`config.mk`:
```
export PLATFORM = sky130hd
export DESIGN_NAME = ahb_switch
export DESIGN_NICKNAME = d
export VERILOG_FILES = /design/src/design/ahb_switch_pkg.sv /design/src/design/master_link_if.sv /design/src/design/slave_link_if.sv /design/src/design/ahb_switch.sv /design/src/design/master_port.sv /design/src/design/slave_port.sv /design/src/design/switch_router.sv
export SDC_FILE = /design/constraint.sdc
export NUM_CORES = 1
export LEC_CHECK = 0
export ABC_AREA = 1
export BUFFER_PORTS_ARGS = -buffer_cell sky130_fd_sc_hd__clkbuf_2
export CAP_MARGIN = 20
export CORE_AREA = 2 2 165 167
export CTS_CLUSTER_SIZE = 24
export DETAILED_ROUTE_END_ITERATION = 10
export DIE_AREA = 0 0 167 169
export PLACE_DENSITY_LB_ADDON = 0.1
export SETUP_SLACK_MARGIN = 0.15
export SYNTH_ARGS = -nofsm -noshare
export SYNTH_HDL_FRONTEND = slang
export SYNTH_SLANG_ARGS = --single-unit
```
`constraint.sdc`:
```
create_clock -name HCLOCK -period 4.3 [get_ports HCLOCK]
set_input_delay 0.86 -clock HCLOCK [delete_from_list [all_inputs] [get_ports HCLOCK]]
set_output_delay 0.86 -clock HCLOCK [all_outputs]
set_load 0.02 [all_outputs]
```
`src/design/ahb_switch_pkg.sv`:
```
package ahb_switch_pkg;

   // switch dimensions
   localparam int num_masters  = 2;
   localparam int num_slaves   = 2;
   localparam int addr_width   = 32;
   localparam int data_width   = 32;
   localparam int strobe_width = 4;

   typedef logic [addr_width-1:0]   addr_t;
   typedef logic [data_width-1:0]   data_t;
   typedef logic [strobe_width-1:0] strobe_t;

   // AHB transfer type, BUSY is handled like IDLE by the switch
   typedef enum logic [1:0] {
      trans_idle   = 2'b00,
      trans_busy   = 2'b01,
      trans_nonseq = 2'b10,
      trans_seq    = 2'b11
   } htrans_t;

   typedef logic [2:0] hsize_t;

   localparam hsize_t size_byte = 3'b000;
   localparam hsize_t size_half = 3'b001;
   localparam hsize_t size_word = 3'b010;

   typedef enum logic [1:0] {
      resp_okay  = 2'b00,
      resp_error = 2'b01
   } hresp_t;

   typedef logic [$clog2(num_slaves)-1:0]  slave_idx_t;
   typedef logic [$clog2(num_masters)-1:0] master_idx_t;

   // top address nibble of each slave region
   localparam logic [3:0] slave_base_0 = 4'h0;
   localparam logic [3:0] slave_base_1 = 4'h4;

   // returns the hit flag, idx is only meaningful on a hit
   function automatic logic decode_slave(input addr_t addr, output slave_idx_t idx);
      logic [3:0] nibble;
      logic       hit;
      nibble = addr[addr_width-1 -: 4];
      hit    = 1'b1;
      idx    = '0;
      case (nibble)
         slave_base_0: idx = slave_idx_t'(0);
         slave_base_1: idx = slave_idx_t'(1);
         default:      hit = 1'b0;
      endcase
      return hit;
   endfunction

   // lane k belongs to byte offset k of the word
   function automatic strobe_t byte_lanes(input hsize_t size, input logic [1:0] low);
      strobe_t lanes;
      case (size)
         size_byte: lanes = strobe_t'(1) << low;
         size_half: lanes = low[1] ? strobe_t'(4'b1100) : strobe_t'(4'b0011);
         size_word: lanes = '1;
         // wider than the bus, no lanes
         default:   lanes = '0;
      endcase
      return lanes;
   endfunction

endpackage

```
`src/design/master_link_if.sv`:
```
interface master_link_if import ahb_switch_pkg::*; ();

   // request side, held from acceptance until done
   logic       req;
   addr_t      addr;
   htrans_t    trans;
   logic       write;
   strobe_t    strobe;
   slave_idx_t target;
   // live write data of the master's data phase
   data_t      wdata;

   // completion side, from the owned slave only
   logic       done;
   data_t      rdata;
   hresp_t     resp;

   modport master (
      output req, addr, trans, write, strobe, target, wdata,
      input  done, rdata, resp
   );

   modport router (
      input  req, addr, trans, write, strobe, target, wdata,
      output done, rdata, resp
   );

endinterface

```
`src/design/slave_link_if.sv`:
```
interface slave_link_if import ahb_switch_pkg::*; ();

   // one cycle pulse opens the slave address phase
   logic    start;
   addr_t   addr;
   htrans_t trans;
   logic    write;
   strobe_t strobe;
   data_t   wdata;

   // done mirrors S_READY while in the data phase
   logic    done;
   data_t   rdata;
   hresp_t  resp;

   modport router (
      output start, addr, trans, write, strobe, wdata,
      input  done, rdata, resp
   );

   modport slave (
      input  start, addr, trans, write, strobe, wdata,
      output done, rdata, resp
   );

endinterface

```
`src/design/ahb_switch.sv`:
```
module ahb_switch import ahb_switch_pkg::*; (
   input  logic    HCLOCK,
   input  logic    HRESETn,

   // AHB masters
   input  addr_t   haddr         [num_masters],
   input  htrans_t htrans        [num_masters],
   input  logic    hwrite        [num_masters],
   input  hsize_t  hsize         [num_masters],
   input  data_t   hwdata        [num_masters],
   output logic    hready        [num_masters],
   output data_t   hrdata        [num_masters],
   output hresp_t  hresp         [num_masters],

   // chip-select slaves
   output addr_t   s_address     [num_slaves],
   output logic    s_chip_select [num_slaves],
   output strobe_t s_byte_enable [num_slaves],
   output logic    s_write       [num_slaves],
   output htrans_t s_trans       [num_slaves],
   output data_t   s_wdata       [num_slaves],
   input  data_t   s_rdata       [num_slaves],
   input  hresp_t  s_resp        [num_slaves],
   input  logic    s_ready       [num_slaves]
);

   master_link_if mlink [num_masters] ();
   slave_link_if  slink [num_slaves] ();

   genvar m;
   genvar s;

   generate
      // input side, one per master
      for (m = 0; m < num_masters; m++) begin : g_master
         master_port master_port_inst (
            .HCLOCK  (HCLOCK),
            .HRESETn (HRESETn),
            .haddr   (haddr[m]),
            .htrans  (htrans[m]),
            .hwrite  (hwrite[m]),
            .hsize   (hsize[m]),
            .hwdata  (hwdata[m]),
            .hready  (hready[m]),
            .hrdata  (hrdata[m]),
            .hresp   (hresp[m]),
            .link    (mlink[m])
         );
      end
   endgenerate

   switch_router switch_router_inst (
      .HCLOCK  (HCLOCK),
      .HRESETn (HRESETn),
      .mlink   (mlink),
      .slink   (slink)
   );

   generate
      // output side, one per slave
      for (s = 0; s < num_slaves; s++) begin : g_slave
         slave_port slave_port_inst (
            .HCLOCK        (HCLOCK),
            .HRESETn       (HRESETn),
            .link          (slink[s]),
            .s_address     (s_address[s]),
            .s_chip_select (s_chip_select[s]),
            .s_byte_enable (s_byte_enable[s]),
            .s_write       (s_write[s]),
            .s_trans       (s_trans[s]),
            .s_wdata       (s_wdata[s]),
            .s_rdata       (s_rdata[s]),
            .s_resp        (s_resp[s]),
            .s_ready       (s_ready[s])
         );
      end
   endgenerate

endmodule

```
`src/design/master_port.sv`:
```
module master_port import ahb_switch_pkg::*; (
   input  logic          HCLOCK,
   input  logic          HRESETn,
   input  addr_t         haddr,
   input  htrans_t       htrans,
   input  logic          hwrite,
   input  hsize_t        hsize,
   input  data_t         hwdata,
   output logic          hready,
   output data_t         hrdata,
   output hresp_t        hresp,
   master_link_if.master link
);

   logic       accept;
   logic       map_hit;
   slave_idx_t map_idx;

   // control state
   logic       req_q;
   logic       err_first;
   logic       err_last;

   // held address phase
   addr_t      addr_q;
   htrans_t    trans_q;
   logic       write_q;
   strobe_t    strobe_q;
   slave_idx_t target_q;

   // only NONSEQ and SEQ start a transfer, BUSY counts as idle
   assign accept = hready && (htrans == trans_nonseq || htrans == trans_seq);

   always_comb begin
      map_hit = decode_slave(haddr, map_idx);
   end

   always_ff @(posedge HCLOCK or negedge HRESETn) begin
      if (!HRESETn) begin
         req_q     <= 1'b0;
         err_first <= 1'b0;
         err_last  <= 1'b0;
      end else begin
         // second error cycle always follows the first
         err_last <= err_first;
         if (accept) begin
            // a new transfer may come in the same cycle as done
            req_q     <= map_hit;
            err_first <= !map_hit;
         end else begin
            if (link.done) begin
               req_q <= 1'b0;
            end
            err_first <= 1'b0;
         end
      end
   end

   always_ff @(posedge HCLOCK) begin
      if (accept) begin
         addr_q   <= haddr;
         trans_q  <= htrans;
         write_q  <= hwrite;
         strobe_q <= byte_lanes(hsize, haddr[1:0]);
         target_q <= map_idx;
      end
   end

   // stall until the slave finishes, or for the first error cycle
   assign hready = req_q ? link.done : !err_first;

   // two cycle ERROR for unmapped addresses, else the slave response
   assign hresp  = (err_first || err_last) ? resp_error :
                   (req_q ? link.resp : resp_okay);

   // router returns zero unless this master owns a slave
   assign hrdata = link.rdata;

   assign link.req    = req_q;
   assign link.addr   = addr_q;
   assign link.trans  = trans_q;
   assign link.write  = write_q;
   assign link.strobe = strobe_q;
   assign link.target = target_q;
   // master holds HWDATA while stalled
   assign link.wdata  = hwdata;

endmodule

```
`src/design/slave_port.sv`:
```
module slave_port import ahb_switch_pkg::*; (
   input  logic         HCLOCK,
   input  logic         HRESETn,
   slave_link_if.slave  link,
   output addr_t        s_address,
   output logic         s_chip_select,
   output strobe_t      s_byte_enable,
   output logic         s_write,
   output htrans_t      s_trans,
   output data_t        s_wdata,
   input  data_t        s_rdata,
   input  hresp_t       s_resp,
   input  logic         s_ready
);

   logic data_phase;

   // data phase runs from the cycle after start until S_READY
   always_ff @(posedge HCLOCK or negedge HRESETn) begin
      if (!HRESETn) begin
         data_phase <= 1'b0;
      end else begin
         if (link.start) begin
            data_phase <= 1'b1;
         end else if (data_phase && s_ready) begin
            data_phase <= 1'b0;
         end
      end
   end

   // address phase fields only during the start cycle
   assign s_chip_select = link.start;
   assign s_address     = link.start ? link.addr : '0;
   assign s_byte_enable = link.start ? link.strobe : '0;
   assign s_write       = link.start && link.write;
   assign s_trans       = link.start ? link.trans : trans_idle;

   // write data is live for the whole data phase
   assign s_wdata       = data_phase ? link.wdata : '0;

   // wait states stretch the data phase
   assign link.done     = data_phase && s_ready;
   assign link.rdata    = data_phase ? s_rdata : '0;
   assign link.resp     = data_phase ? s_resp : resp_okay;

endmodule

```
`src/design/switch_router.sv`:
```
module switch_router import ahb_switch_pkg::*; (
   input  logic          HCLOCK,
   input  logic          HRESETn,
   master_link_if.router mlink [num_masters],
   slave_link_if.router  slink [num_slaves]
);

   // flat copies of the links so they can be indexed at run time
   logic        m_req    [num_masters];
   addr_t       m_addr   [num_masters];
   htrans_t     m_trans  [num_masters];
   logic        m_write  [num_masters];
   strobe_t     m_strobe [num_masters];
   slave_idx_t  m_target [num_masters];
   data_t       m_wdata  [num_masters];
   logic        m_done   [num_masters];
   data_t       m_rdata  [num_masters];
   hresp_t      m_resp   [num_masters];

   logic        s_done   [num_slaves];
   data_t       s_rdata  [num_slaves];
   hresp_t      s_resp   [num_slaves];

   // per slave ownership
   logic        busy     [num_slaves];
   logic        issued   [num_slaves];
   master_idx_t owner    [num_slaves];

   logic        grant_valid [num_slaves];
   master_idx_t grant_idx   [num_slaves];

   genvar m;
   genvar s;

   generate
      for (m = 0; m < num_masters; m++) begin : g_master
         assign m_req[m]      = mlink[m].req;
         assign m_addr[m]     = mlink[m].addr;
         assign m_trans[m]    = mlink[m].trans;
         assign m_write[m]    = mlink[m].write;
         assign m_strobe[m]   = mlink[m].strobe;
         assign m_target[m]   = mlink[m].target;
         assign m_wdata[m]    = mlink[m].wdata;
         assign mlink[m].done  = m_done[m];
         assign mlink[m].rdata = m_rdata[m];
         assign mlink[m].resp  = m_resp[m];
      end

      for (s = 0; s < num_slaves; s++) begin : g_slave
         // first owned cycle is the slave address phase
         assign slink[s].start  = busy[s] && !issued[s];
         assign slink[s].addr   = m_addr[owner[s]];
         assign slink[s].trans  = m_trans[owner[s]];
         assign slink[s].write  = m_write[owner[s]];
         assign slink[s].strobe = m_strobe[owner[s]];
         assign slink[s].wdata  = m_wdata[owner[s]];
         assign s_done[s]       = slink[s].done;
         assign s_rdata[s]      = slink[s].rdata;
         assign s_resp[s]       = slink[s].resp;
      end
   endgenerate

   // fixed priority, scanning down so the lowest index wins
   always_comb begin
      for (int i = 0; i < num_slaves; i++) begin
         grant_valid[i] = 1'b0;
         grant_idx[i]   = '0;
         for (int j = num_masters - 1; j >= 0; j--) begin
            if (m_req[j] && m_target[j] == slave_idx_t'(i)) begin
               grant_valid[i] = 1'b1;
               grant_idx[i]   = master_idx_t'(j);
            end
         end
      end
   end

   always_ff @(posedge HCLOCK or negedge HRESETn) begin
      if (!HRESETn) begin
         for (int i = 0; i < num_slaves; i++) begin
            busy[i]   <= 1'b0;
            issued[i] <= 1'b0;
            owner[i]  <= '0;
         end
      end else begin
         for (int i = 0; i < num_slaves; i++) begin
            if (busy[i]) begin
               // slave frees up at the edge after done
               if (s_done[i]) begin
                  busy[i]   <= 1'b0;
                  issued[i] <= 1'b0;
               end else begin
                  issued[i] <= 1'b1;
               end
            end else if (grant_valid[i]) begin
               busy[i]  <= 1'b1;
               owner[i] <= grant_idx[i];
            end
         end
      end
   end

   // completion goes back to the owner only
   always_comb begin
      slave_idx_t t;
      logic       own;
      for (int j = 0; j < num_masters; j++) begin
         t         = m_target[j];
         own       = busy[t] && owner[t] == master_idx_t'(j);
         m_done[j]  = own && s_done[t];
         m_rdata[j] = own ? s_rdata[t] : '0;
         m_resp[j]  = own ? s_resp[t] : resp_okay;
      end
   end

endmodule

```
==> metrics.yaml <==
largest_reg_flops: 64
worstSetupPathType: "flop to output port"
ys_seq_elements: 94
max-cap-violations: 0
cts_made_buffers: 9
rr_startpoint: "g_master[0].master_port_inst.link.target"
layout_common_cells: "clkbuf_2, nand2_1, a21oi_1, nor2_1, edfxtp_1"
power.density_nw_per_um2: 704
hold_buffers: 0
via_count: 7720
grt_overflow: 0
nFillCells: 2908
final_common_cell: "clkbuf_2"
postCtsSetupBuffers: 0
yosysTopAreaCell: "edfxtp_1"
grt_pass1_vias: 7365
syn-cell-area_um2: 6800
cp-start-kind: "flop"
drc_errors: 0
insertion_delay_ns: 0.34
routedWlPerCell_um: 18.2
irDropWorstVdd_v: 0.000309
antenna_found_initial: 0
fin_crit_sh_pct: 81.8
finalSetupTns_ns: 0
start_util_pct: 25.7
rows: 60
yosys_warnings: 0
setup.worst_path.end_class: "output port"
yosysSeqAreaShare_pct: 40.5
clk_pin_slew_ns: 0.07
vias_per_cell: 4.80
synthDistinctLibCells: 26
grt_max_degree: 74
synth_fp_nets: 1114
finalSetupViolCount: 0
clk_path_buf_depth: 2
rsz0062_at_grt: "false"
path_max_fanout: 64
io_pins: 426
antenna_cells: 0
cts_max_level: 3
cts_tree: "built"
dieArea_um2: 28200
netlist.area_leader.share_pct: 35.3
synth_area_leaders: "edfxtp_1, nand2_1, a211oi_2"
dp.final_hpwl_mm: 21.6
grt_usage_pct: 19.7
cts_sinks: 94
die_w_um: 167
area_growth_pct: 36.7
nets: 1476
leakagePower_nw: 4.40
ant_nets: 0
io_buffer_count: 425
crit_required_ns: 3.44
drtIter0Drc: 483
min_path_type: "input port to asynchronous set/reset pin"
worstMarginPinSlew_ns: 1.00
finalMaxSlewViolations: 0
syn_inst: 902
syn_avg_cell_area_um2: 7.54
drt-total-wl_mm: 29.3
worst_slack_ns: 0.784
maxSlewHeadroom_pct: 33.2
dp_slack_ns: 1.03
grt_pass1_wl_mm: 43.4
root_buffer: "clkbuf_16"
min_period_ns: 3.52
fin_skew_ns: 0.00776
max_freq_mhz: 284
core-area_um2: 26500
finalHoldViolCount: 0
status: "finished clean"
critPathArrivalTime_ns: 2.66
firstDrtPassIters: 5
rr_worst_depth: 8
crit_start: "g_master[1].master_port_inst.link.target"
gp_congestion: 0.905
ctsResizeCount: 0
dieHeight_um: 169
drive_gt1_share_pct: 41.7
## kinds of logic after synthesis
group	synth area share, %
and+or+nand+nor	22.2
AOI/OAI and AO/OA	28.6
buffers and inverters	8.74
DFF	40.5
## power by group
part / internal [mW] / total [mW] / switching, mW
Combinational: 1.10 / 4.22 / 3.13
Clock: 0.509 / 0.854 / 0.345
Sequential: 1.28 / 1.48 / 0.198
Total: 2.89 / 6.55 / 3.67
## synth_stat cells (all sizes together)
cell,instances
a211oi,62
a21oi,148
buf,56
clkbuf,28
clkinv,1
dfrtp,14
edfxtp,80
inv,36
nand2,229
nand3,14
nor2,145
nor3,3
nor4,2
o211ai,2
o21ai,78
o22ai,2
o31ai,2
## per-stage QoR
stage / hold WS, ns / cells / power [mW] / instance area (µm²) / utilization [%]
CTS: 0.416 / 1610 / 6.66 / 9300 / 35.1
global route: 0.437 / 1610 / 7.01 / 9300 / 35.1
global placement: 0.402 / 1594 / 5.80 / 8990 / 33.9
detailed placement: 0.403 / 1594 / 5.78 / 8990 / 33.9
finish: 0.413 / 1610 / 6.55 / 9300 / 35.1
floorplan: 0.375 / 902 / 4.39 / 6800 / -
## area by class of cell
class / instances / area [µm²] / share of cell area [%]
sequential: 94 / 2760 / 29.6
clock buffer: 10 / 229 / 2.46
clock inverter: 6 / 86.3 / 0.928
multi-input combinational: 687 / 3460 / 37.1
timing repair buffer: 435 / 2200 / 23.7
inverter: 37 / 145 / 1.56
tap: 341 / 427 / 4.59
## final timing paths
check | endpoint | slack [ns]
min in group HCLOCK | g_master[1].master_port_inst.err_last | 0.41
worst max-delay path | hresp[1] | 0.78
max in group asynchronous | switch_router_inst.owner[0] | 3.60
worst max register to register | g_master[0].master_port_inst.link.addr[19] | 1.43
worst min-delay path | g_master[0].master_port_inst.err_last | 0.41
worst min register to register | g_master[1].master_port_inst.err_last | 0.41
## routing by layer
| layer | track usage [%] | share of wire, % | up-vias |
|---|---|---|---|
| li1 | - | - | 3801 |
| met1 | 24.0 | 41 | 3565 |
| met2 | 34.6 | 50 | 320 |
| met3 | 4.79 | 7.2 | 34 |
| met4 | 5.92 | 2.4 | 0 |
| met5 | 0 | 0 | - |
## critical path, cell delays in order (launching register included)
cell      delay (ns)
edfxtp_1        0.52
inv_2           0.10
buf_4           0.59
a21oi_1         0.08
nor4_1          0.70
clkbuf_2        0.30
Note: power is estimated with default switching activity, not from simulation.
